## config.mk

```make
export PLATFORM = sky130hd
export DESIGN_NAME = sample_reader
export DESIGN_NICKNAME = d
export VERILOG_FILES = /design/src/rtl/sample_store_pkg.sv /design/src/rtl/sample_reader.sv
export SDC_FILE = /design/constraint.sdc
export NUM_CORES = 1
export LEC_CHECK = 0
export BUFFER_PORTS_ARGS = -buffer_cell sky130_fd_sc_hd__clkbuf_2
export CAP_MARGIN = 10
export CORE_AREA = 2 2 87 89
export CTS_BUF_LIST = sky130_fd_sc_hd__clkbuf_8
export CTS_CLUSTER_DIAMETER = 50
export DETAILED_ROUTE_END_ITERATION = 8
export DIE_AREA = 0 0 89 91
export PLACE_DENSITY_LB_ADDON = 0.1
export SETUP_SLACK_MARGIN = 0.02
export SLEW_MARGIN = 5
export SYNTH_ARGS = -nofsm -noshare
export SYNTH_HDL_FRONTEND = slang
export SYNTH_SLANG_ARGS = --single-unit
```

## constraint.sdc

```tcl
create_clock -name clk -period 2.6 [get_ports clk]
set_clock_uncertainty 0.15 [all_clocks]
set_input_delay 0 -clock clk [delete_from_list [all_inputs] [get_ports clk]]
set_output_delay 0 -clock clk [all_outputs]
set_load 0.005 [all_outputs]
```

## src/rtl/sample_store_pkg.sv

```systemverilog
package sample_store_pkg;

    localparam int INSTRUMENT_COUNT = 4;
    localparam int CLKS_PER_BIT     = 16;
    localparam int SAMPLES_PER_WORD = 8;
    localparam int WORD_ADDR_W      = 10;
    localparam int SAMPLE_CREDITS   = 4;

    localparam int BYTE_W     = 8;
    localparam int SAMPLE_W   = 16;
    localparam int COUNT_W    = 24;
    localparam int WORD_W     = SAMPLES_PER_WORD * SAMPLE_W;
    localparam int INSTR_W    = $clog2(INSTRUMENT_COUNT);
    localparam int LANE_W     = $clog2(SAMPLES_PER_WORD);
    localparam int CREDIT_W   = $clog2(SAMPLE_CREDITS + 1);    // Holds 0..SAMPLE_CREDITS.
    localparam int FIFO_PTR_W = $clog2(SAMPLE_CREDITS);
    localparam int CLK_CNT_W  = $clog2(CLKS_PER_BIT);

    typedef logic [BYTE_W-1:0]      byte_t;
    typedef logic [SAMPLE_W-1:0]    sample_t;
    typedef logic [COUNT_W-1:0]     count_t;
    typedef logic [WORD_W-1:0]      word_t;         // Lane 0 in the low bits.
    typedef logic [WORD_ADDR_W-1:0] word_addr_t;
    typedef logic [INSTR_W-1:0]     instr_t;
    typedef logic [LANE_W-1:0]      lane_t;

endpackage
```

## src/rtl/sample_reader.sv

```systemverilog
`timescale 1ns/1ps

module sample_reader (
    input  logic                         clk,
    input  logic                         rst,
    input  logic                         rd_req,
    input  sample_store_pkg::instr_t     rd_instr,
    input  sample_store_pkg::count_t     rd_index,
    input  sample_store_pkg::word_addr_t offsets [sample_store_pkg::INSTRUMENT_COUNT],
    output sample_store_pkg::word_addr_t rd_addr,
    input  sample_store_pkg::word_t      rd_word,
    output logic                         rd_valid,
    output sample_store_pkg::sample_t    rd_sample
);
    import sample_store_pkg::*;

    lane_t s1_lane;
    logic  s1_valid;

    // The RAM's read register holds the address for stage one.
    assign rd_addr = offsets[rd_instr] + word_addr_t'(rd_index >> LANE_W);

    always_ff @(posedge clk) begin
        if (rst) begin
            s1_valid <= 1'b0;
            rd_valid <= 1'b0;
        end else begin
            s1_valid <= rd_req;
            rd_valid <= s1_valid;
        end
    end

    always_ff @(posedge clk) begin
        s1_lane   <= rd_index[LANE_W-1:0];
        rd_sample <= rd_word[s1_lane*SAMPLE_W +: SAMPLE_W];
    end

endmodule

```

==> flow_summary.ini <==
[status]
outcome = finished clean

[critical_path]
crit_path_frequent_cell = a21oi_1
crit_chain = clkbuf_4 -> mux4_2 -> ha_1 -> a21oi_1 -> o211ai_1 -> a41o_1 -> a21oi_1 -> xnor2_1 -> clkbuf_2
crit_type = in2out
reg2reg_slack_ns = 0.72
slowest_delay_ns = 0.55
rr_endpoint = rd_sample[1]$_DFF_P_
crit_fanout = 10
crit_slowest_cell = mux4_2
reg2reg_depth = 3
worstReg2RegStart = s1_lane[0]$_DFF_P_
crit_path_end_kind = primary output
crit_required_ns = 2.45
startpoint_type = input pin
cp.arrival_ns = 2.17

[floorplan]
die-width_microns = 89
die_y_microns = 91
die_area_sq_mm = 0.00810
initial_core_util = 0.302
ioPinCount = 224
rows = 31
core_area_sq_mm = 0.00714

[pwr]
leakage_nw = 1.75
peakVddDrop_v = 0.000122
powerDensity_mw_per_mm2 = 336

[grt]
grt_pass1_vias = 2202
grt_usage = 0.160
grt_pass1_wl_microns = 10200
antenna_found_initial = 0
overflow = 0
grt_max_degree = 25

[finish]
nets = 568
layout.cells.non_filler = 459
n_antenna_cell = 0
drive_gt1_frac = 0.692
fill_cells = 713
syn2layout_area_growth_pct = 57.5

[min_path]
hold_path.class = in2reg
min_from = rd_word[119]
min_to = rd_sample[7]$_DFF_P_
hold_depth = 3

[placed_design]
post-place-cells = 450
place_hpwl_microns = 6040
io_buffers = 212
place.gp.congestion = 0.849

[synthesis]
ys_warn_count = 0
synth_area_leaders = mux4_1 34%, dfxtp_1 20%, mux4_2 15%
synth-seq-cells = 21
synth-xor-area-share = 0.0326
yosysTopAreaCell = mux4_1
syn_area_sq_mm = 0.00215
synth_top_family_by_area = multiplexers
ys_seq_area_frac = 0.195
syn_inst = 148
synth_top_area_frac = 0.342
dominantRegCellSynth = dfxtp_1
syn_avg_cell_area_sq_um = 14.5
synthArstFlopShare = 0
yosysUniqueCellTypes = 30
synth_fp_nets = 355
synthMuxAreaShare = 0.577
synth_compound_area_frac = 0.0401
synthSimpleGateAreaFrac = 0.0453
synthAdderAreaFrac = 0.0616
synth_edf_count = 0

[sta]
timing.slew.headroom = 0.444
drv_slew = 0
period_minus_slack_ns = 2.32
fmax_mhz = 430
tightestPinTransition_ns = 0.832
rsz0062_at_grt = no
setup_tns_ns = 0
period_share = 0.894
setup_violations = 0
finalHoldViolCount = 0

[run]
drv_cap = 0

[route]
ant_nets = 0
drc = 0
wl_per_cell_microns = 14.8
drtIter0Drc = 34
drtPass1Iterations = 4
wirelength_microns = 6810
via_per_inst = 4.78
vias = 2194

[cts]
postCtsSetupRepairBufs = 0
cts_max_level = 1
clock_latency_ns = 0.26
cts_sinks = 21
cts_tree = yes
cts_buffer_depth = 2
clkSlewWorstSetupHoldPaths_ns = 0.08
root_buffer = clkbuf_8
cts_buffers = 3
-- final cells by class --
type	count	area [sq um]	area share
clock buffer	3	41.3	0.0122
clock inverter	1	3.75	0.00111
inverter	7	26.3	0.00775
multi-input combinational	109	1630	0.481
sequential	21	422	0.124
tap	99	124	0.0365
timing repair buffer	219	1140	0.337
-- repair_timing --
item	in CTS	in global routing
resized for setup	0	3
endpoints found under the hold margin	5	0
endpoints found under the setup margin	0	3
hold buffers	5	0
-- logic make-up after synthesis --
group | after synthesis
flops | 21
simple gates | 18
compound gates | 14
buf+inv | 18
fa+ha+maj | 10
xor+xnor | 8
mux | 59
-- registers in the layout, indices dropped and copies added, names as in the netlist --
name,flops
s1_lane,3
rd_sample,16
s1_valid,1
rd_valid,1
-- how the worst max path moves through the flow --
stage | slack (ns) | end | cells after the start | start
after floorplan | 0.60 | rd_addr[9] | 8 | rd_instr[0]
after global routing | 0.11 | rd_addr[9] | 9 | rd_instr[0]
after CTS | 0.12 | rd_addr[9] | 9 | rd_instr[0]
after detailed placement | 0.13 | rd_addr[9] | 9 | rd_instr[0]
after global placement | 0.17 | rd_addr[9] | 9 | rd_instr[0]
final | 0.28 | rd_addr[9] | 9 | rd_instr[0]
-- worst max-delay path, delay by kind of cell --
kind                       cells  cell delay (ns)
AOI/OAI and AO/OA              4             0.83
xor gates and xnor gates       1             0.14
adders and majority gates      1             0.29
buffers and inverters          2             0.37
muxes                          1             0.55
-- Yosys cell counts, drive strengths merged (2+ instances only) --
library cell and count:
nand3 2, nor2b 4, nor3 2, xnor2 7
o21ai 4, ha 9, mux4 42, a21oi 5
dfxtp 21, inv 7, clkbuf 2, buf 9
nor2 5, mux2 16
-- power by group --
group | internal (mW) | leakage [nW] | switching (mW)
sequential | 0.359 | 0.177 | 0.0190
clock | 0.105 | 0.0269 | 0.102
combinational | 0.348 | 1.55 | 0.208
-- layout by cell type, fill, tap and decap left out, drive strengths merged, types with 5 or more instances in the layout --
master       instances
clkbuf             215
mux4                42
dfxtp               21
mux2                16
ha                   9
inv                  8
xnor2                7
nor2                 5
dlygate4sd3          5
a21oi                5
-- metal layers --
metal / vias up / GRT usage / wire [microns]
li1: 1062 / - / -
met1: 1004 / 0.179 / 2450
met2: 126 / 0.302 / 3570
met3: 2 / 0.0327 / 751
met4: 0 / 0.0373 / 47
met5: - / 0 / 0
-- through the flow --
stage / hold WS, ns / cell area [sq um] / setup WS, ns / utilization / total power, mW
finish: 0.0133 / 3390 / 0.276 / 0.475 / 1.14
global route: 0.0137 / 3390 / 0.106 / 0.475 / 1.22
CTS: 0.0121 / 3380 / 0.117 / 0.474 / 1.16
detailed placement: -0.0443 / 3290 / 0.133 / 0.461 / 0.941
global placement: -0.0462 / 3290 / 0.169 / 0.461 / 0.935
floorplan: -0.122 / 2150 / 0.597 / - / 0.687
Note: power is estimated with default switching activity, not from simulation.
