File: src/rtl/sample_store_pkg.sv
package sample_store_pkg;

    localparam int INSTRUMENT_COUNT = 4;
    localparam int CLKS_PER_BIT     = 16;
    localparam int SAMPLES_PER_WORD = 8;
    localparam int WORD_ADDR_W      = 10;
    localparam int SAMPLE_CREDITS   = 4;

    localparam int BYTE_W     = 8;
    localparam int SAMPLE_W   = 16;
    localparam int COUNT_W    = 24;
    localparam int WORD_W     = SAMPLES_PER_WORD * SAMPLE_W;
    localparam int INSTR_W    = $clog2(INSTRUMENT_COUNT);
    localparam int LANE_W     = $clog2(SAMPLES_PER_WORD);
    localparam int CREDIT_W   = $clog2(SAMPLE_CREDITS + 1);    // Holds 0..SAMPLE_CREDITS.
    localparam int FIFO_PTR_W = $clog2(SAMPLE_CREDITS);
    localparam int CLK_CNT_W  = $clog2(CLKS_PER_BIT);

    typedef logic [BYTE_W-1:0]      byte_t;
    typedef logic [SAMPLE_W-1:0]    sample_t;
    typedef logic [COUNT_W-1:0]     count_t;
    typedef logic [WORD_W-1:0]      word_t;         // Lane 0 in the low bits.
    typedef logic [WORD_ADDR_W-1:0] word_addr_t;
    typedef logic [INSTR_W-1:0]     instr_t;
    typedef logic [LANE_W-1:0]      lane_t;

endpackage
File: src/rtl/sample_packer.sv
`timescale 1ns/1ps

module sample_packer (
    input  logic                         clk,
    input  logic                         rst,
    input  logic                         sample_valid,
    input  sample_store_pkg::sample_t    sample,
    input  logic                         sample_end,
    input  logic                         sample_final,
    output logic                         credit_return,
    output logic                         wr_en,
    output sample_store_pkg::word_addr_t wr_addr,
    output sample_store_pkg::word_t      wr_data,
    output logic                         store_done
);
    import sample_store_pkg::*;

    logic [SAMPLE_W+1:0]   fifo_mem [SAMPLE_CREDITS];   // {final, end, sample}.
    logic [FIFO_PTR_W-1:0] wr_ptr;
    logic [FIFO_PTR_W-1:0] rd_ptr;
    logic [CREDIT_W-1:0]   fifo_count;
    logic                  pop;
    sample_t               head_sample;
    logic                  head_end;
    logic                  head_final;
    lane_t                 lane_idx;
    word_t                 lanes;
    word_t                 fill_word;
    logic                  word_full;
    logic                  word_final;

    assign pop = (fifo_count != '0);
    assign {head_final, head_end, head_sample} = fifo_mem[rd_ptr];
    assign word_full = (lane_idx == lane_t'(SAMPLES_PER_WORD - 1)) || head_end;

    always_comb begin
        fill_word = lanes;
        fill_word[lane_idx*SAMPLE_W +: SAMPLE_W] = head_sample;
    end

    always_ff @(posedge clk) begin
        if (sample_valid) begin
            fifo_mem[wr_ptr] <= {sample_final, sample_end, sample};
        end
        if (pop && word_full) begin
            wr_data <= fill_word;
        end
    end

    always_ff @(posedge clk) begin
        if (rst) begin
            wr_ptr        <= '0;
            rd_ptr        <= '0;
            fifo_count    <= '0;
            credit_return <= 1'b0;
            lane_idx      <= '0;
            lanes         <= '0;                 // Unused lanes pad with zeros.
            wr_en         <= 1'b0;
            wr_addr       <= '0;
            word_final    <= 1'b0;
            store_done    <= 1'b0;
        end else begin
            credit_return <= pop;
            wr_en         <= 1'b0;
            fifo_count    <= fifo_count + CREDIT_W'(sample_valid) - CREDIT_W'(pop);
            if (sample_valid) begin
                wr_ptr <= wr_ptr + 1'b1;
            end
            if (wr_en) begin
                wr_addr <= wr_addr + 1'b1;
                if (word_final) begin
                    store_done <= 1'b1;
                end
            end
            if (pop) begin
                rd_ptr <= rd_ptr + 1'b1;
                if (word_full) begin
                    wr_en      <= 1'b1;
                    word_final <= head_final;
                    lanes      <= '0;
                    lane_idx   <= '0;
                end else begin
                    lanes    <= fill_word;
                    lane_idx <= lane_idx + 1'b1;
                end
            end
        end
    end

    no_push_when_full: assert property (@(posedge clk) disable iff (rst)
        sample_valid |-> fifo_count != CREDIT_W'(SAMPLE_CREDITS));

endmodule

File: config.mk
export PLATFORM = sky130hd
export DESIGN_NAME = sample_packer
export DESIGN_NICKNAME = d
export VERILOG_FILES = /design/src/rtl/sample_store_pkg.sv /design/src/rtl/sample_packer.sv
export SDC_FILE = /design/constraint.sdc
export NUM_CORES = 1
export LEC_CHECK = 0
export ABC_AREA = 1
export BUFFER_PORTS_ARGS = -buffer_cell sky130_fd_sc_hd__buf_2
export CAP_MARGIN = 15
export CORE_UTILIZATION = 59
export DETAILED_ROUTE_END_ITERATION = 8
export GPL_ROUTABILITY_DRIVEN = 0
export HOLD_SLACK_MARGIN = 0.08
export PLACE_DENSITY = 0.8
export SLEW_MARGIN = 20
export SYNTH_ARGS = -nofsm -noshare
export SYNTH_HDL_FRONTEND = slang
export SYNTH_SLANG_ARGS = --single-unit
File: constraint.sdc
create_clock -name clk -period 4.7 [get_ports clk]
set_input_delay 0.47 -clock clk [delete_from_list [all_inputs] [get_ports clk]]
set_output_delay 0.47 -clock clk [all_outputs]
set_load 0.01 [all_outputs]
==> run metrics <==
Syn Inst Count 1668; Max-Cap Viols 0; GRT met3 Usage 4.14%; Num CTS Buffers 36; status complete, no violations; Total Wirelength 36000 µm; Die ar. 26800 µm²; syn_area_per_cell 9.24 µm²; post-synthesis xor/xnor area fraction 0.0568%; number of synthesized register bits 354; largest net degree at the start of global routing 93; syn nets 1705; Slew Limit Fails 0; CTS sink count 354; final worst slack 1600 ps; Root Driver clkbuf_16; VDD IR max 0.393 mV; layout cells sized above 1 15.1%; worst min path class in2reg; vias in the first global route 11200; largest family of logic cells by synthesized area simple AND/OR/NAND/NOR gates; nets 1818; data arrival time of the critical path 3540 ps; Slew @ Worst Pin 981 ps; pre-CTS setup slack 1670 ps; H-Tree Depth 2; post-route DRC violation count 0; static leakage 6.93 nW; clock buffer depth 3; initial antenna violation count 0; met2 Resource Use GR 44.5%; Synth Area in Adders 1.35%; Comb pwr share 32.7%; Switching Fraction 37.9%; Area growth, synth to finish 12.6%; DP HPWL 23900 µm; fmax 0.322 GHz; gr busiest metal met2; drt via density 5.56; ANT cells 0; endpoint type of the worst setup path register; core area 25400 µm²; worst endpoint required time 5140 ps; commonest non-fill, non-tap cells in the layout nand2_1, edfxtp_1, buf_2; row count 58; Total GRT Usage 27.1%; fillcell total 1991; die span in x 164 µm; Clk pwr share 25.6%; # resized after CTS 0; # setup viols final 0; Post-Synth Simple-Gate Area 28.5%; Vias 11900; Hold WS 158 ps; post-synthesis mux area share 0%; clock skew 19.9 ps; clk slew on worst S/H paths 60 ps; Ys Warns 0; global-route wire length before repair 56400 µm; critical path type reg2reg; Post-Syn Area 15400 µm²; Pwr Total 0.0105 W; compound-gate portion of the synthesized area 6.34%; post-synthesis sequential area ratio 59.0%; final hold vios 0; post-route ant nets 0; grt total ovfl 0; Distinct cells, synth 34; Internal 0.00654 W; number of DRC markers in iteration 0 995; initial core utilization 60.7%; Finished Core Util 68.3%; Switch Pwr 0.00400 W; most common cell after layout, fill and taps aside nand2_1; chip height 164 µm; pwr dens 607 nW/µm²; boundary pin count 162; Post-synth ARST share 0%; period utilization 66.0%; Tmin final 3100 ps; TritonCTS clock tree done; Seq pwr share 41.7%; slew margin rel. 34.6%; Most used DFF post-synth edfxtp_1; unrepaired setup endpoints after global routing no; Startpoint Class register; average wire per cell in the routed design 16.8 µm; Pre-antenna DRT Iters 7; number of flops mapped to enable cells by yosys 200; setup repair bufs after CTS 0; Worst-Skew Late Latency 530 ps; M1 GR Usage 34.9%; CTS Hold Bufs 0; setup tns final 0 ps; largest fanout on the critical path 19; port bufs 161
## cell usage after synthesis, drive strengths merged, types with 5 or more instances
cell type | n | share of area [%]
nand4 | 33 | 1.3
clkbuf | 61 | 1.5
or2 | 96 | 3.9
o21ai | 44 | 1.7
and2 | 96 | 3.9
ha | 15 | 1.2
nand2 | 509 | 12
dfxtp | 154 | 20
inv | 68 | 1.7
nor2 | 46 | 1.3
a21oi | 141 | 4.6
buf | 37 | 1.6
edfxtp | 200 | 39
nor3 | 5 | 0.34
nand3 | 159 | 5.4
## power by group through the flow
stage | combinational [W] | sequential (W) | clock [W]
final | 0.00344 | 0.00440 | 0.00270
after global routing | 0.00374 | 0.00446 | 0.00285
after CTS | 0.00342 | 0.00440 | 0.00274
after detailed placement | 0.00341 | 0.00446 | 0
after global placement | 0.00334 | 0.00444 | 0
after floorplan | 0.00206 | 0.00472 | 0
## state kept, by name, indices dropped and copies added, names as in the netlist, named ones only
signal	cells
lanes	128
wr_data	128
fifo_mem	72
wr_addr	10
fifo_count	3
lane_idx	3
rd_ptr	2
wr_ptr	2
credit_return	1
store_done	1
word_final	1
wr_en	1
## worst paths after layout
path	startpoint	depth (start not counted)	slack (ps)	end
worst max-delay path	lane_idx[0]	8	1600	lanes[39]
worst min-delay path	sample[6]	1	160	fifo_mem[1][6]
worst max register to register	lane_idx[0]	8	1600	lanes[39]
worst min register to register	lanes[114]	2	460	lanes[114]
## cell families after synthesis
group	Yosys count
AO/OA/AOI/OAI	187
XOR/XNOR	1
AND/OR/NAND/NOR	944
buffers and inverters	166
flip-flops	354
adder cells (fa/ha/maj)	16
## final cells by class
cell class	instances	area [µm²]	share of cell area [%]
clock buffer	48	987	5.69
tap	330	413	2.38
clock inverter	17	116	0.670
multi-input combinational	1148	5580	32.2
sequential	354	9090	52.4
inverter	68	260	1.50
timing repair buffer	173	911	5.25
## critical path: stages (launching register included)
cell     delay (ps)
dfxtp_1         650
inv_4           110
ha_1            700
inv_2           290
nor2_2          670
nand2_1         210
nand2_1         120
nand3_1          70
a21oi_1         180
## per-stage QoR
stage               area, µm²  instances
global placement        16300       2073
floorplan               15400       1668
detailed placement      16300       2073
global route            17400       2138
CTS                     17400       2138
finish                  17400       2138
## layer usage
layer  wire length (µm)  part of all wire [%]
met1              14700                    41
met2              17000                    47
met3               2570                   7.1
met4               1730                   4.8
met5                  0                     0
(Power assumes the default switching activity.)
