`src/rtl/sample_store_pkg.sv`:
```
package sample_store_pkg;

    localparam int INSTRUMENT_COUNT = 4;
    localparam int CLKS_PER_BIT     = 16;
    localparam int SAMPLES_PER_WORD = 8;
    localparam int WORD_ADDR_W      = 10;
    localparam int SAMPLE_CREDITS   = 4;

    localparam int BYTE_W     = 8;
    localparam int SAMPLE_W   = 16;
    localparam int COUNT_W    = 24;
    localparam int WORD_W     = SAMPLES_PER_WORD * SAMPLE_W;
    localparam int INSTR_W    = $clog2(INSTRUMENT_COUNT);
    localparam int LANE_W     = $clog2(SAMPLES_PER_WORD);
    localparam int CREDIT_W   = $clog2(SAMPLE_CREDITS + 1);    // Holds 0..SAMPLE_CREDITS.
    localparam int FIFO_PTR_W = $clog2(SAMPLE_CREDITS);
    localparam int CLK_CNT_W  = $clog2(CLKS_PER_BIT);

    typedef logic [BYTE_W-1:0]      byte_t;
    typedef logic [SAMPLE_W-1:0]    sample_t;
    typedef logic [COUNT_W-1:0]     count_t;
    typedef logic [WORD_W-1:0]      word_t;         // Lane 0 in the low bits.
    typedef logic [WORD_ADDR_W-1:0] word_addr_t;
    typedef logic [INSTR_W-1:0]     instr_t;
    typedef logic [LANE_W-1:0]      lane_t;

endpackage
```
`src/rtl/sample_loader.sv`:
```
`timescale 1ns/1ps

module sample_loader (
    input  logic                         clk,
    input  logic                         rst,
    input  logic                         byte_valid,
    input  sample_store_pkg::byte_t      rx_byte,
    input  logic                         credit_return,
    output logic                         sample_valid,
    output sample_store_pkg::sample_t    sample,
    output logic                         sample_end,
    output logic                         sample_final,
    output sample_store_pkg::word_addr_t offsets [sample_store_pkg::INSTRUMENT_COUNT],
    output logic                         overrun
);
    import sample_store_pkg::*;

    logic [1:0]          count_bytes;             // 3 means the count is complete.
    count_t              rec_count;
    count_t              full_count;
    count_t              sample_idx;
    logic                hi_phase;
    byte_t               low_byte;
    instr_t              instr;
    instr_t              next_instr;
    logic                loaded;
    logic [CREDIT_W-1:0] credits;
    logic                credit_avail;
    logic                count_byte;
    logic                sample_byte;
    logic                last_sample;
    logic                last_instr;
    logic                record_done;

    assign full_count   = {rx_byte, rec_count[COUNT_W-1:BYTE_W]};
    assign next_instr   = instr + 1'b1;
    assign last_instr   = (instr == instr_t'(INSTRUMENT_COUNT - 1));
    assign count_byte   = byte_valid && !loaded && (count_bytes != 2'd3);
    assign sample_byte  = byte_valid && !loaded && (count_bytes == 2'd3);
    assign last_sample  = (sample_idx == rec_count - 1'b1);
    assign credit_avail = (credits > CREDIT_W'(sample_valid));  // A spent credit is not yet counted.

    // Empty records finish on their last count byte.
    assign record_done = (count_byte && count_bytes == 2'd2 && full_count == '0) ||
                         (sample_byte && hi_phase && last_sample);

    always_ff @(posedge clk) begin
        if (rst) begin
            count_bytes  <= '0;
            rec_count    <= '0;
            sample_idx   <= '0;
            hi_phase     <= 1'b0;
            instr        <= '0;
            loaded       <= 1'b0;
            credits      <= CREDIT_W'(SAMPLE_CREDITS);
            sample_valid <= 1'b0;
            overrun      <= 1'b0;
            for (int i = 0; i < INSTRUMENT_COUNT; i++) begin
                offsets[i] <= '0;
            end
        end else begin
            sample_valid <= 1'b0;
            credits      <= credits - CREDIT_W'(sample_valid) + CREDIT_W'(credit_return);
            if (count_byte) begin
                rec_count   <= full_count;
                count_bytes <= count_bytes + 2'd1;
                sample_idx  <= '0;
                hi_phase    <= 1'b0;
                if (count_bytes == 2'd2 && !last_instr) begin
                    // Next instrument starts after this one's padded words.
                    offsets[next_instr] <= offsets[instr] + word_addr_t'(
                        (full_count + count_t'(SAMPLES_PER_WORD - 1)) >> LANE_W);
                end
            end else if (sample_byte) begin
                hi_phase <= !hi_phase;
                if (hi_phase) begin
                    sample_idx <= sample_idx + 1'b1;
                    if (credit_avail) begin
                        sample_valid <= 1'b1;
                    end else begin
                        overrun <= 1'b1;                     // Sample is lost.
                    end
                end
            end
            if (record_done) begin
                count_bytes <= '0;
                if (last_instr) begin
                    loaded <= 1'b1;
                end else begin
                    instr <= next_instr;
                end
            end
        end
    end

    always_ff @(posedge clk) begin
        if (sample_byte && !hi_phase) begin
            low_byte <= rx_byte;
        end
        if (sample_byte && hi_phase) begin
            sample       <= {rx_byte, low_byte};
            sample_end   <= last_sample;
            sample_final <= last_sample && last_instr;
        end
    end

    credits_bounded: assert property (@(posedge clk) disable iff (rst)
        credits <= CREDIT_W'(SAMPLE_CREDITS));

    valid_needs_credit: assert property (@(posedge clk) disable iff (rst)
        sample_valid |-> credits != '0);

endmodule

```
`config.mk`:
```
export PLATFORM = sky130hd
export DESIGN_NAME = sample_loader
export DESIGN_NICKNAME = d
export VERILOG_FILES = /design/src/rtl/sample_store_pkg.sv /design/src/rtl/sample_loader.sv
export SDC_FILE = /design/constraint.sdc
export NUM_CORES = 1
export LEC_CHECK = 0
export BUFFER_PORTS_ARGS = -buffer_cell sky130_fd_sc_hd__buf_4
export CAP_MARGIN = 25
export CORE_UTILIZATION = 50
export CTS_BUF_LIST = sky130_fd_sc_hd__clkbuf_8
export DETAILED_ROUTE_END_ITERATION = 10
export PLACE_DENSITY_LB_ADDON = 0.1
export SLEW_MARGIN = 20
export SYNTH_ARGS = -nofsm -noshare
export SYNTH_HDL_FRONTEND = slang
export SYNTH_SLANG_ARGS = --single-unit
```
`constraint.sdc`:
```
create_clock -name clk -period 8.4 [get_ports clk]
set_input_delay 0.84 -clock clk [delete_from_list [all_inputs] [get_ports clk]]
set_output_delay 0.84 -clock clk [all_outputs]
set_load 0.01 [all_outputs]
```
==> flow_summary.toml, run 1 <==
[route]
drt_iter0_markers = 298
dr_wl_met3_um = 848
viasPerCell = 5.64
dr.pass1.iters = 5
wl_met1_mm = 7.35
antenna_left = 0
dr.max_layer_used = "met4"
num_vias = 5367
met2_wirelength_mm = 7.81
routed_wl_mm = 16.3
drc = 0
avgRoutedWirePerCell_um = 17.1

[floorplanning]
rows = 41
initial_utilization_pct = 51.5
die_area_mm2 = 0.0136
coreArea_mm2 = 0.0127
pin_count = 72
dieWidth_um = 117
die_h_um = 117

[yosys]
ys_seq_area_share_pct = 42.1
synth_seq_cells = 125
synth_flop_cell = "dfxtp_1"
postSynthCellCount = 714
async_flop_share_pct = 0
synth_top_area_cell = "dfxtp_1"
synth_cell_types = 66
ys_top_cells_by_count = "nand2_1, dfxtp_1, a21oi_1"
syn_area_mm2 = 0.00656
synth_top_area_share_pct = 30.2
synth_most_common_cell = "nand2_1"
synth-edff-count = 26
syn-num-nets = 750
netlist_top_cells_area = "dfxtp_1, edfxtp_1, nand2_1, xnor2_1, a21oi_1"
syn_area_per_cell_um2 = 9.18
yosys_warnings = 0

[timing]
relSlewSlack_pct = 41.6
period_share_pct = 43.3
max_freq_mhz = 275
tns_ps = 0
setup_viol = 0
fin_crit_ps = 3640
fin_ws_ps = 4760
slew_viol_final = 0
tightest_slew_ps = 876
finalHoldViolations = 0
fin_skew_ps = 13.7
rsz0062_at_grt = "false"

[worst_setup_path]
cp-start-kind = "flip-flop"
end_kind = "flip-flop"
required_ps = 8800
critPathKind = "flip-flop to flip-flop"
cp.arrival_ps = 4040
crit_path_max_fanout = 15
rrSetupSlack_ps = 4760

[cts]
cts_root_buf = "clkbuf_8"
numCtsBuffers = 17
hold_buffers = 0
clk_pin_slew_ps = 80
cts_tree = "done"
ctsLongestPathBuffers = 2
cts_setup_buffers = 0
clkLatencyLatePin_ps = 450
cts_resized = 0
cts.htree.levels = 4
cts.sinks = 125

[hold_path]
hp-class = "flip-flop to flip-flop"

[global_routing]
grt_pass1_vias = 5023
grt_usage_pct = 25.5
grt_remaining_overflow = 0
antenna_found_initial = 0
grt_max_degree = 87
grt_pass1_wl_mm = 25.9

[layout]
layout-drive-gt1-share_pct = 17.2
area_delta_synth_final_pct = 14.7
n_antenna_cell = 0
nets = 803

[placement]
hpwl_mm = 11.7
pre_cts_ws_ps = 4750
io_buffers = 71
place_congestion = 0.877

[power]
ir_worst_vdd_mv = 0.0969
power-per-cell-area_mw_per_mm2 = 165
p_leak_nw = 2.88

[status]
outcome = "finished clean"

[job]
maxCapViolCount = 0
-- cells in the final DEF (no fill, tap or decap), drive strengths merged, types with 22 or more instances in the layout --
| cell type | synthesis | layout |
|---|---|---|
| nor2 | 47 | 47 |
| buf | 12 | 74 |
| a21oi | 69 | 69 |
| nand3 | 23 | 23 |
| xor2 | 27 | 27 |
| nand2 | 126 | 126 |
| edfxtp | 26 | 26 |
| ha | 22 | 22 |
| xnor2 | 43 | 43 |
| inv | 18 | 23 |
| dfxtp | 99 | 99 |
-- cell type report --
class / count / area, um2
Sequential cell: 125 / 2760
Clock inverter: 15 / 138
Inverter: 18 / 67.6
Timing Repair Buffer: 74 / 553
Fill cell: 1182 / 5200
Multi-Input combinational cell: 531 / 3550
Clock buffer: 17 / 234
Tap cell: 172 / 215
-- power breakdown --
part	internal (W)	switching, W
sequential	0.000619	0.0000157
combinational	0.0000445	0.0000660
clock	0.000237	0.000258
total	0.000901	0.000339
-- worst paths after layout --
check	start	endpoint	cells past startpoint
min reg2reg	low_byte[6]	sample[6]	0
max	instr[0]	offsets[29]	9
max reg2reg	instr[0]	offsets[29]	9
min	low_byte[6]	sample[6]	0
-- routing by layer --
metal,GRT usage [%],vias to the layer above
li1,-,2629
met1,33.0,2550
met2,40.9,158
met3,5.76,30
met4,10.9,0
met5,0,-
-- cell families (layout without fill, tap and decap cells) --
group / count (synthesis) / count (layout) / synth area share [%]
muxes: 13 / 13 / 3.91
adders and majority gates: 24 / 24 / 4.81
DFF: 125 / 125 / 42.1
buffers and inverters: 58 / 124 / 3.70
xor gates and xnor gates: 70 / 70 / 9.35
and+or+nand+nor: 295 / 295 / 23.3
AOI/OAI and AO/OA: 129 / 129 / 12.8
-- sequential cells by signal, indices dropped and copies added, names as in the netlist --
signal / flops
hi_phase: 1
sample: 16
sample_end: 1
sample_valid: 1
sample_idx: 24
sample_final: 1
rec_count: 24
overrun: 1
count_bytes: 2
loaded: 1
low_byte: 8
credits: 3
offsets: 40
instr: 2
-- critical path: stages, from the launching register on --
cell      delay [ps]
dfxtp_1          890
mux4_2           640
ha_1             310
a21o_1           180
a21oi_1          220
o21bai_1         120
a2111o_1         470
a41o_1           350
nor4_1           270
a211o_1          130
-- metrics by stage --
stage               power (W)  area, um2  std cells  utilization [%]  hold WS, ps
floorplan            0.000729       6560        714                -          400
global placement     0.000756       7150        919             56.2          401
detailed placement   0.000758       7150        920             56.2          405
CTS                   0.00125       7520        952             59.1          424
global route          0.00129       7520        952             59.1          434
finish                0.00124       7520        952             59.1          422
Note: power is estimated with default switching activity, not from simulation.
==> run 2, diff against run 1 <==
==> constraint.sdc (replaced) <==
create_clock -name clk -period 3.55 [get_ports clk]
set_input_delay 0.355 -clock clk [delete_from_list [all_inputs] [get_ports clk]]
set_output_delay 0.355 -clock clk [all_outputs]
set_load 0.01 [all_outputs]
==> flow_summary.toml, run 2 (same netlist as run 1, synthesis figures left out) <==
[status]
outcome = "finished clean"

[layout]
final_common_cell = "nand2_1"
multi_input_area_mm2 = 0.00355
layout-drive-gt1-share_pct = 18.2
area_delta_synth_final_pct = 16.6
regMostFlops = "offsets"
n_antenna_cell = 0
mostFrequentLayoutCells = "nand2_1, dfxtp_1, buf_4, a21oi_1, nor2_1"
largest_reg_flops = 40
seq_area_mm2 = 0.00277
fillCellCount = 1132
nets = 809
layoutNonFillerInstCount = 958
stdcell_area_mm2 = 0.00765
reg_top3 = "offsets (40), rec_count (24), sample_idx (24)"

[timing]
fin_ws_ps = 231
tightest_slew_ps = 867
finalHoldViolations = 0
fin_crit_ps = 3320
slew_viol_final = 0
relSlewSlack_pct = 42.2
period_share_pct = 93.5
rsz0062_at_grt = "false"
timing.hold.ws_ps = 114
max_freq_mhz = 301
tns_ps = 0
setup_viol = 0
fin_skew_ps = 8.16

[floorplanning]
rows = 41
initial_utilization_pct = 51.5
coreArea_mm2 = 0.0127
die_h_um = 117
dieWidth_um = 117
die_area_mm2 = 0.0136
pin_count = 72

[worst_setup_path]
cp_top_family = "simple AND/OR/NAND/NOR gates"
crit_buf_inv = 2
cp.arrival_ps = 3660
required_ps = 3890
startpoint = "rec_count[0]"
slowest_delay_ps = 470
critPathSlowestCell = "nor4_1"
cp-start-kind = "flip-flop"
crit_path_max_fanout = 7
path_cells = "inv_1 > ha_1 > nor4b_4 > nand4_1 > nor4_1 > o2111ai_1 > or4_1 > o32ai_1 > buf_4 > mux2_1"
critPathKind = "flip-flop to flip-flop"
end_kind = "flip-flop"
reg2reg_from = "rec_count[0]"

[cts]
ctsLongestPathBuffers = 2
cts_root_buf = "clkbuf_8"
cts_tree = "done"
hold_buffers = 0
clkLatencyLatePin_ps = 450
clk_pin_slew_ps = 80
cts_resized = 0
cts_setup_buffers = 0
cts.htree.levels = 4
cts.sinks = 125
numCtsBuffers = 17

[global_routing]
grt_max_degree = 62
grt_pass1_vias = 4983
antenna_found_initial = 0
grt_usage_pct = 26.2
grt_remaining_overflow = 0
grt_pass1_wl_mm = 26.4

[route]
dr.pass1.iters = 4
drc = 0
avgRoutedWirePerCell_um = 17.4
antenna_left = 0
num_vias = 5427
routed_wl_mm = 16.6
drt_iter0_markers = 441
viasPerCell = 5.66

[placement]
io_buffers = 71
pre_cts_ws_ps = 313
placed_cells = 926
place_congestion = 0.896
placed_cell_area_mm2 = 0.00720
hpwl_mm = 12.1

[hold_path]
hp-start = "rx_byte[7]"
hp-class = "input port to flip-flop"

[power]
p_leak_nw = 2.96
power-per-cell-area_mw_per_mm2 = 415
ir_worst_vdd_mv = 0.226

[job]
maxCapViolCount = 0
-- run 2: changes by cell type in the layout (fill, tap and decap cells not counted), sizes merged --
cell      before  now
buf           74   80
bufinv         1    4
clkinv         5    3
clkinvlp       4    2
inv           23   24
-- run 2: report_power, final --
group,leakage (nW),internal (W),switching [W]
sequential,1.04,0.00146,0.0000363
clock,0.221,0.000778,0.000625
combinational,1.69,0.000107,0.000160
total,2.96,0.00235,0.000821
-- run 2: per-stage QoR --
| step | total power (W) | utilization, % |
|---|---|---|
| finish | 0.00317 | 60.1 |
| global route | 0.00329 | 60.1 |
| CTS | 0.00320 | 60.1 |
| detailed placement | 0.00180 | 56.6 |
| global placement | 0.00179 | 56.6 |
| floorplan | 0.00172 | - |
-- run 2: final cells by class --
cell class / instances / share of cell area (%)
inverters: 18 / 0.884
well taps: 172 / 2.81
clock buffers: 17 / 3.06
flip-flops and latches: 125 / 36.2
repair buffers: 80 / 7.85
multi-input cells: 531 / 46.5
clock inverters: 15 / 2.77
-- run 2: path summary, 6_finish.rpt --
path                                    to  cells after the start  slack (ps)
worst max-delay path              instr[0]                     10         230
worst min-delay path            sample[15]                      1         110
worst max register to register    instr[0]                     10         230
worst min register to register   sample[1]                      0         430
-- run 2: layer usage --
| layer | GRT usage [%] | vias to the layer above | share of wire, % |
|---|---|---|---|
| met3 | 5.55 | 28 | 5.9 |
| met1 | 33.4 | 2582 | 44 |
| li1 | - | 2636 | - |
| met2 | 42.1 | 181 | 48 |
| met4 | 12.9 | 0 | 2.6 |
| met5 | 0 | - | 0 |
-- run 2: worst register-to-register path: cells and delay by family, from the launching register on --
kind	cells	cell delay (ps)
AO/OA/AOI/OAI	2	490
multiplexers	1	310
AND/OR/NAND/NOR	4	1570
flip-flops	1	370
buffers and inverters	2	250
adder cells (fa/ha/maj)	1	230
