### src/rtl/sample_store_pkg.sv
package sample_store_pkg;

    localparam int INSTRUMENT_COUNT = 4;
    localparam int CLKS_PER_BIT     = 16;
    localparam int SAMPLES_PER_WORD = 8;
    localparam int WORD_ADDR_W      = 10;
    localparam int SAMPLE_CREDITS   = 4;

    localparam int BYTE_W     = 8;
    localparam int SAMPLE_W   = 16;
    localparam int COUNT_W    = 24;
    localparam int WORD_W     = SAMPLES_PER_WORD * SAMPLE_W;
    localparam int INSTR_W    = $clog2(INSTRUMENT_COUNT);
    localparam int LANE_W     = $clog2(SAMPLES_PER_WORD);
    localparam int CREDIT_W   = $clog2(SAMPLE_CREDITS + 1);    // Holds 0..SAMPLE_CREDITS.
    localparam int FIFO_PTR_W = $clog2(SAMPLE_CREDITS);
    localparam int CLK_CNT_W  = $clog2(CLKS_PER_BIT);

    typedef logic [BYTE_W-1:0]      byte_t;
    typedef logic [SAMPLE_W-1:0]    sample_t;
    typedef logic [COUNT_W-1:0]     count_t;
    typedef logic [WORD_W-1:0]      word_t;         // Lane 0 in the low bits.
    typedef logic [WORD_ADDR_W-1:0] word_addr_t;
    typedef logic [INSTR_W-1:0]     instr_t;
    typedef logic [LANE_W-1:0]      lane_t;

endpackage
### src/rtl/uart_rx.sv
`timescale 1ns/1ps

module uart_rx (
    input  logic                     clk,
    input  logic                     rst,
    input  logic                     rx,
    output logic                     byte_valid,
    output sample_store_pkg::byte_t  rx_byte
);
    import sample_store_pkg::*;

    typedef enum logic [1:0] {RX_IDLE, RX_START, RX_DATA, RX_STOP} rx_state_t;

    rx_state_t            state;
    logic [2:0]           rx_sync;                // Two sync flops plus edge history.
    logic                 rx_s;
    logic                 falling;
    logic [CLK_CNT_W-1:0] clk_cnt;
    logic [2:0]           bit_cnt;
    byte_t                shift;

    assign rx_s    = rx_sync[1];
    assign falling = rx_sync[2] & ~rx_sync[1];
    assign rx_byte = shift;                       // Stable until the next data bit.

    always_ff @(posedge clk) begin
        if (rst) begin
            state      <= RX_IDLE;
            rx_sync    <= '1;
            clk_cnt    <= '0;
            bit_cnt    <= '0;
            byte_valid <= 1'b0;
        end else begin
            rx_sync    <= {rx_sync[1:0], rx};
            byte_valid <= 1'b0;
            clk_cnt    <= clk_cnt + 1'b1;
            case (state)
                RX_IDLE: begin
                    clk_cnt <= '0;
                    if (falling) begin
                        state <= RX_START;
                    end
                end
                RX_START: begin
                    if (clk_cnt == CLK_CNT_W'(CLKS_PER_BIT / 2 - 1)) begin
                        clk_cnt <= '0;
                        bit_cnt <= '0;
                        state   <= rx_s ? RX_IDLE : RX_DATA;   // Glitch goes back to idle.
                    end
                end
                RX_DATA: begin
                    if (clk_cnt == CLK_CNT_W'(CLKS_PER_BIT - 1)) begin
                        shift   <= {rx_s, shift[BYTE_W-1:1]};  // LSB arrives first.
                        bit_cnt <= bit_cnt + 1'b1;
                        if (bit_cnt == 3'd7) begin
                            state <= RX_STOP;
                        end
                    end
                end
                RX_STOP: begin
                    if (clk_cnt == CLK_CNT_W'(CLKS_PER_BIT - 1)) begin
                        byte_valid <= rx_s;
                        state      <= RX_IDLE;
                    end
                end
                default: state <= RX_IDLE;
            endcase
        end
    end

endmodule

### config.mk
export PLATFORM = sky130hd
export DESIGN_NAME = uart_rx
export DESIGN_NICKNAME = d
export VERILOG_FILES = /design/src/rtl/sample_store_pkg.sv /design/src/rtl/uart_rx.sv
export SDC_FILE = /design/constraint.sdc
export NUM_CORES = 1
export LEC_CHECK = 0
export BUFFER_PORTS_ARGS = -buffer_cell sky130_fd_sc_hd__buf_2
export CAP_MARGIN = 20
export CORE_AREA = 3 3 42 44
export DETAILED_ROUTE_END_ITERATION = 10
export DIE_AREA = 0 0 45 47
export GPL_TIMING_DRIVEN = 0
export HOLD_SLACK_MARGIN = 0.03
export PLACE_DENSITY = 0.76
export SYNTH_ARGS = -nofsm -noshare
export SYNTH_HDL_FRONTEND = slang
export SYNTH_SLANG_ARGS = --single-unit
### constraint.sdc
create_clock -name clk -period 3.37 [get_ports clk]
set_input_delay 0 -clock clk [delete_from_list [all_inputs] [get_ports clk]]
set_output_delay 0 -clock clk [all_outputs]
set_load 0.005 [all_outputs]
==> results of run 1 <==
==> through the flow <==
stage | instance area (sq um) | hold slack (ns)
3_5_place_dp | 870 | 0.195
6_report | 906 | 0.0868
2_1_floorplan | 795 | 0.104
5_1_grt | 906 | 0.106
3_3_place_gp | 870 | 0.186
4_1_cts | 906 | 0.0865
==> area by class of cell <==
cell class	count	area (sq um)
Clock buffer	4	26.3
Tap cell	16	20.0
Sequential cell	21	500
Buffer	3	23.8
Fill cell	133	566
Multi-Input combinational cell	34	267
Timing Repair Buffer	12	65.1
Inverter	1	3.75
==> logic make-up after synthesis <==
family	count (synthesis)	synth area share, %
AOI/OAI and AO/OA	8	7.87
muxes	1	1.89
adders and majority gates	3	4.72
xor gates and xnor gates	3	3.31
and+or+nand+nor	19	15.7
buffers and inverters	4	3.46
DFF	21	63.0
==> flip-flops by register name (all words and copies together) (netlist names), named ones only <==
signal	count
bit_cnt	3
byte_valid	1
clk_cnt	4
rx_byte	8
rx_sync	3
state	1
==> worst min-delay path, stage by stage <==
cell	delay, ns
buf_2	0.09
buf_2	0.20
a211oi_1	0.06
==> power by group <==
| part | switching, mW | leakage, nW | internal, mW |
|---|---|---|---|
| logic | 0.00472 | 0.173 | 0.00513 |
| registers | 0.00241 | 0.177 | 0.264 |
| clock network | 0.0717 | 0.0150 | 0.0462 |
| total | 0.0789 | 0.366 | 0.315 |
==> path summary, 6_finish.rpt <==
kind | to | cells past startpoint
worst max-delay path | rx_byte[7] | 3
worst min-delay path | register | 3
worst max register to register | rx_byte[7] | 3
worst min register to register | rx_sync[1] | 1
==> layout by cell type, fill, tap and decap left out, drive strengths merged <==
cell type / synthesis / final
a311oi: 1 / 1
xnor2: 2 / 2
nand3: 1 / 1
clkbuf: 0 / 4
nor3b: 2 / 2
inv: 1 / 1
xor2: 1 / 1
nor3: 3 / 3
a22o: 3 / 3
and3: 2 / 2
mux2: 1 / 1
a211oi: 2 / 2
dfxtp: 13 / 13
and2b: 1 / 1
nor2: 2 / 2
nor2b: 1 / 1
ha: 3 / 3
a21oi: 2 / 2
or2: 3 / 3
buf: 3 / 14
edfxtp: 8 / 8
and4: 1 / 1
nand3b: 1 / 1
nand4b: 2 / 2
dlygate4sd3: 0 / 1
==> routing by layer <==
metal	GRT usage [%]	routed length, um
met5	0	0
met4	12.3	47
met3	2.30	59
met2	25.1	640
met1	14.4	541
==> implementation parameters, run 1 <==
Parameter                              Value

Setup path
  Critical setup path kind    register to register
  Cells along the critical path    ha_1, nand4b_1, and2b_2
  Peak per-stage delay on the critical path    0.39 ns
  Crit. Startpoint    clk_cnt[0]
  Data required time at the worst endpoint    3.37 ns
  CP Capture Type    register
  Worst Path Buf+Inv    0
  Slack of the worst reg-to-reg path    1.90 ns
  Crit-path max FO    11
  Type of origin of the critical path    register
  CP Data Arrival Time    1.47 ns
  Start of the worst register-to-register path    clk_cnt[0]
  Standard cell with the maximum stage delay on the critical path    and2b_2
  Family with the most delay on the worst path    simple AND/OR/NAND/NOR gates

Place
  RePlAce Congestion    0.750
  Inst Count DP    86
  Hpwl dp    942 um
  Number of port buffers    11
  Post-placement setup slack    1.91 ns

Timing
  Transition time at the pin with the least slew margin    0.253 ns
  Post-route clock skew    0.00145 ns
  Period Utilization, post-route    43.7%
  Final Hold Viols    0
  Final slew viol count    0
  Crit path time final    1.47 ns
  Total of endpoints with negative setup slack in the final report    0
  F_max    679 MHz
  Final setup TNS    0 ns
  RSZ-0062 raised after global routing    no
  Final worst slack    1.90 ns
  Relative slew slack    83.1%

Clock network
  Setup bufs post-CTS    0
  # clock sinks    21
  Clock slew at reported path FFs    0.11 ns
  Later-pin clock latency in the skew report    0.30 ns
  Clock tree from TritonCTS    built
  # resized after CTS    0
  Num CTS Buffers    3
  Largest buffer count on any clock path    2
  CTS Hold Buffers Added    1
  H-Tree Level Count    1
  Library cell used as clock root buffer    clkbuf_4

Finish
  Net count, final    82
  Layout overhead on the synthesized area    14.0%
  Post-layout utilization of the core    61.6%
  Antenna cell count    0
  Non-filler instance count after layout    91
  Ratio of cells with drive above 1 in the final layout    34.7%

GRT
  Number of antenna violations at the first check in global routing    0
  Aggregate global routing overflow    0
  Wire length of the first global-routing pass    2010 um
  Largest net degree at the start of global routing    12
  Total global routing track utilization    14.1%
  Number of global-route vias before repair    486

Logic synthesis
  Sequential cell area fraction in the yosys report    63.0%
  Register bit total from synthesis    21
  Share of async-settable or async-resettable flops after synthesis    0%
  Distinct cells, synth    27
  Total standard cell area after synthesis    795 sq um
  Synth top area share    32.8%
  Synth top area cells    dfxtp_1 (33%), edfxtp_1 (30%), ha_1 (4.7%)
  Mapped Nets    65
  Cell types with the highest counts after synthesis    dfxtp_1 (13), edfxtp_1 (8), ha_1 (3), nor3_1 (3), or2_2 (3)
  Cell taking the most area after synthesis    dfxtp_1
  Post-synth EDFFs    8
  Dominant register cell in the synthesized netlist    dfxtp_1
  Warnings, synthesis    0
  Mean area per synthesized cell    13.5 sq um
  Cell count after synthesis    59
  Library cell with the highest instance count after synthesis    dfxtp_1

Floorplan
  Die X-Extent    45 um
  Die outline area    0.00212 sq mm
  Ports    12
  Initial Util    54.0%
  Core area    0.00147 sq mm
  Die extent in y    47 um
  Row count    14

Drt
  TritonRoute pass-1 iters    4
  WL/cell    14.2 um
  DRC violations left    0
  Detail Route Antenna Nets    0
  Average vias per placed instance    5.57
  Number of DRC markers after the initial detailed-route iteration    5
  Total number of vias    507
  Final routed wirelength across all metal layers    1290 um

Flow run
  MaxCap Viol Count    0

Power
  Leakage power figure    0.366 nW
  Peak ir drop on the vdd network    0.272 mV
  Power per Cell Area    435 mW/mm^2
  Overall power    0.394 mW

Outcome
  Result of the run    completed

Min path
  Min-Delay Startpoint    rst
  Hold Path Class    primary input to register
Note: power is estimated with default switching activity, not from simulation.
==> run 2, diff against run 1 <==
- CORE_AREA: 3 3 42 44 -> 3 3 44 46
- DIE_AREA: 0 0 45 47 -> 0 0 47 49
- PLACE_DENSITY: 0.76 -> 0.7
- clock period: 3.37 -> 1.51 ns (I/O delays scaled with it)
==> implementation parameters, run 2 (synthesis results as in run 1) <==
Parameter                              Value

Finish
  Ratio of cells with drive above 1 in the final layout    37.3%
  Leading cell type in the layout, fill and taps excluded    dfxtp_1
  Antenna cell count    0
  Layout overhead on the synthesized area    14.6%
  Number of fillers in the final layout    134
  Flip-flop count of the largest register after layout    8
  Post-layout utilization of the core    59.1%
  Final instance area    911 sq um
  Net count, final    82
  Most frequent cells in the layout    dfxtp_1 (13), buf_2 (12), edfxtp_1 (8)
  Non-filler instance count after layout    91

Setup path
  Type of origin of the critical path    register
  CP Capture Type    register
  Data required time at the worst endpoint    1.52 ns
  Crit-path max FO    11
  CP Data Arrival Time    1.42 ns
  Critical setup path kind    register to register

Clock network
  Library cell used as clock root buffer    clkbuf_4
  Clock tree from TritonCTS    built
  Later-pin clock latency in the skew report    0.30 ns
  # clock sinks    21
  Clock slew at reported path FFs    0.12 ns
  Largest buffer count on any clock path    2
  H-Tree Level Count    1
  Num CTS Buffers    3

Timing
  Total of endpoints with negative setup slack in the final report    0
  Relative slew slack    82.3%
  Crit path time final    1.41 ns
  Final Hold Viols    0
  Period Utilization, post-route    93.7%
  Transition time at the pin with the least slew margin    0.266 ns
  Final slew viol count    0
  Hold Slack    0.0864 ns
  Post-route clock skew    0.00921 ns
  F_max    707 MHz
  Final setup TNS    0 ns

Floorplan
  Die extent in y    49 um
  Row count    14
  Core area    0.00154 sq mm
  Ports    12
  Die X-Extent    47 um
  Initial Util    51.5%
  Die outline area    0.00230 sq mm

Power
  Power per Cell Area    965 mW/mm^2
  Power share of the combinational group    2.5%
  Leakage power figure    0.363 nW
  Peak ir drop on the vdd network    0.549 mV
  Clock network power share    30.0%
  Switching power    0.180 mW
  Cell Int Power    0.699 mW
  Sw frac    20.5%
  Share of power burned in registers    67.5%

Drt
  Detail Route Antenna Nets    0
  TritonRoute pass-1 iters    3
  DRC violations left    0
  Number of DRC markers after the initial detailed-route iteration    9
  Average vias per placed instance    5.44
  Final routed wirelength across all metal layers    1320 um
  Total number of vias    495
  WL/cell    14.5 um

GRT
  Wire length of the first global-routing pass    2260 um
  Number of antenna violations at the first check in global routing    0
  Largest net degree at the start of global routing    13
  Aggregate global routing overflow    0
  Total global routing track utilization    13.6%
  Number of global-route vias before repair    473

Place
  Area post-placement    870 sq um
  Inst Count DP    86
  RePlAce Congestion    0.684
  Number of port buffers    11
  Hpwl dp    966 um

Flow run
  MaxCap Viol Count    0

Min path
  Hold Path Class    primary input to register

Outcome
  Result of the run    completed
-- run 2: cell count changes in the layout (fill, tap and decap cells not counted) --
cell      change
clkinv_2      +1
ha_2          +1
and2b_4       +1
clkbuf_1      -1
and2b_2       -1
ha_1          -1
-- run 2: area by class of cell --
cell class | count | area, sq um | share of cell area (%)
Buffer | 3 | 23.8 | 2.61
Clock inverter | 1 | 5.00 | 0.549
Multi-Input combinational cell | 34 | 270 | 29.7
Inverter | 1 | 3.75 | 0.412
Tap cell | 16 | 20.0 | 2.20
Timing Repair Buffer | 12 | 65.1 | 7.14
Sequential cell | 21 | 500 | 54.9
Clock buffer | 3 | 22.5 | 2.47
-- run 2: worst max-delay path, cell delays in order, from the launching register on --
cell and delay (ns):
dfxtp_1 0.37, ha_2 0.24, nand4b_1 0.14, and2b_4 0.37
-- run 2: worst paths after layout --
check	slack, ns	cells after the start	startpoint	end
max	0.1	3	clk_cnt[0]	rx_byte[1]
min	0.09	3	rst	state[0]
max reg2reg	0.1	3	clk_cnt[0]	rx_byte[1]
min reg2reg	0.43	1	rx_sync[0]	rx_sync[1]
-- run 2: per-stage QoR --
stage               setup slack [ns]  total power [mW]
finish                        0.0952             0.879
global route               -0.000308             0.909
CTS                          0.00977             0.883
detailed placement            0.0215             0.627
global placement              0.0689             0.626
floorplan                      0.162             0.619
-- run 2: repair_timing --
item | in CTS | in global routing
setup endpoints to repair | 0 | 11
hold buffers | 1 | 0
gates resized for setup | 0 | 2
setup buffers | 0 | 0
endpoints found under the hold margin | 1 | 0
-- run 2: per-layer routing --
| metal | track usage [%] | routed length, um |
|---|---|---|
| met5 | 0 | 0 |
| met4 | 5.53 | 19 |
| met3 | 3.69 | 43 |
| met2 | 20.1 | 644 |
| met1 | 18.3 | 615 |
-- run 2: power by group through the flow --
stage	clock network (mW)	registers (mW)	logic, mW
6_report	0.264	0.594	0.0218
5_1_grt	0.289	0.595	0.0251
4_1_cts	0.267	0.593	0.0222
3_5_place_dp	0	0.606	0.0202
3_3_place_gp	0	0.606	0.0196
2_1_floorplan	0	0.605	0.0142
==> run 3, diff against run 2 <==
- clock period: 1.51 -> 1.5 ns (I/O delays scaled with it)
==> implementation parameters, run 3 (synthesis results as in run 1) <==
Parameter                              Value

Setup path
  Data required time at the worst endpoint    1.51 ns
  CP Data Arrival Time    1.40 ns
  Critical setup path kind    register to register
  Family with the most delay on the worst path    simple AND/OR/NAND/NOR gates
  Cells along the critical path    ha_4, nand4b_1, and2b_4
  Worst Path Buf+Inv    0
  Count of cell instances traversed by the critical path    3
  Standard cell with the maximum stage delay on the critical path    dfxtp_1
  CP Capture Type    register
  Crit-path max FO    11
  Reg2reg path depth    3
  Peak per-stage delay on the critical path    0.41 ns
  Type of origin of the critical path    register

Drt
  Top Metal Used    met4
  Met2 layer wire length in the routed design    645 um
  Detail Route Antenna Nets    0
  Number of DRC markers after the initial detailed-route iteration    9
  WL met3    43 um
  Final routed wirelength across all metal layers    1330 um
  Total number of vias    494
  TritonRoute pass-1 iters    3
  DRC violations left    0
  Average vias per placed instance    5.43
  WL/cell    14.6 um
  Metal1 wirelength    620 um

Timing
  Hold Slack    0.0863 ns
  Final Hold Viols    0
  Transition time at the pin with the least slew margin    0.264 ns
  Final worst slack    0.110 ns
  RSZ-0062 raised after global routing    no
  Crit path time final    1.39 ns
  F_max    719 MHz
  Period Utilization, post-route    92.7%
  Post-route clock skew    0.00917 ns
  Total of endpoints with negative setup slack in the final report    0
  Final slew viol count    0
  Final setup TNS    0 ns
  Relative slew slack    82.4%

Place
  Area post-placement    870 sq um
  Post-placement setup slack    0.0115 ns
  Number of port buffers    11
  RePlAce Congestion    0.684
  Hpwl dp    966 um
  Inst Count DP    86

Floorplan
  Die outline area    0.00230 sq mm
  Core area    0.00154 sq mm
  Initial Util    51.5%
  Ports    12
  Die X-Extent    47 um
  Row count    14
  Die extent in y    49 um

Min path
  Hold Path Class    primary input to register
  Worst hold path cell count    3

Finish
  Non-filler instance count after layout    91
  Net count, final    82
  Layout overhead on the synthesized area    15.9%
  Ratio of cells with drive above 1 in the final layout    37.3%
  Leading cell type in the layout, fill and taps excluded    dfxtp_1
  Final instance area    921 sq um
  Number of fillers in the final layout    133
  Flip-flop count of the largest register after layout    8
  Most frequent cells in the layout    dfxtp_1 (13), buf_2 (12), edfxtp_1 (8)
  Antenna cell count    0
  Post-layout utilization of the core    59.7%

Clock network
  Clock tree from TritonCTS    built
  Setup bufs post-CTS    0
  H-Tree Level Count    1
  Library cell used as clock root buffer    clkbuf_4
  Largest buffer count on any clock path    2
  Num CTS Buffers    3
  # clock sinks    21
  Clock slew at reported path FFs    0.12 ns
  Later-pin clock latency in the skew report    0.30 ns

Power
  Overall power    0.886 mW
  Power per Cell Area    962 mW/mm^2
  Peak ir drop on the vdd network    0.552 mV
  Leakage power figure    0.363 nW

GRT
  Largest net degree at the start of global routing    13
  Total global routing track utilization    13.6%
  Aggregate global routing overflow    0
  Wire length of the first global-routing pass    2260 um
  Number of antenna violations at the first check in global routing    0
  Number of global-route vias before repair    472

Flow run
  MaxCap Viol Count    0

Outcome
  Result of the run    completed
==> run 3: cell count changes in the layout (fill, tap and decap cells not counted) <==
cell / before / now
ha_4: 0 / 1
ha_2: 1 / 0
==> run 3: cell type report <==
type / count / area [sq um] / share of cell area (%)
tap: 16 / 20.0 / 2.17
buffer: 3 / 23.8 / 2.58
clock buffer: 3 / 22.5 / 2.45
multi-input combinational: 34 / 280 / 30.4
inverter: 1 / 3.75 / 0.408
clock inverter: 1 / 5.00 / 0.543
timing repair buffer: 12 / 65.1 / 7.07
sequential: 21 / 500 / 54.3
==> run 3: power breakdown <==
part | leakage [nW] | switching [mW] | total, mW | internal (mW)
logic | 0.169 | 0.0104 | 0.0223 | 0.0118
registers | 0.177 | 0.00524 | 0.598 | 0.593
clock network | 0.0177 | 0.166 | 0.266 | 0.0993
total | 0.363 | 0.182 | 0.886 | 0.704
==> run 3: final timing paths <==
check              from    endpoint  slack [ns]
max reg2reg  clk_cnt[0]  rx_byte[1]        0.11
max          clk_cnt[0]  rx_byte[1]        0.11
min reg2reg  rx_sync[0]  rx_sync[1]        0.43
min                 rst    state[0]        0.09
==> run 3: tightest hold or removal path, delay by kind of cell <==
family,cells,cell delay [ns]
buf+inv,2,0.28
compound gates,1,0.07
==> run 3: timing repair <==
item / 4_1_cts / 5_1_grt
hold endpoints to repair: 1 / 0
hold buffers: 1 / 0
endpoints found under the setup margin: 1 / 9
resized for setup: 1 / 2
pin swaps: 0 / 0
==> run 3: layer usage <==
metal	track usage, %	up-vias
met3	3.69	4
li1	-	247
met4	5.53	0
met1	18.3	234
met5	0	-
met2	20.1	9
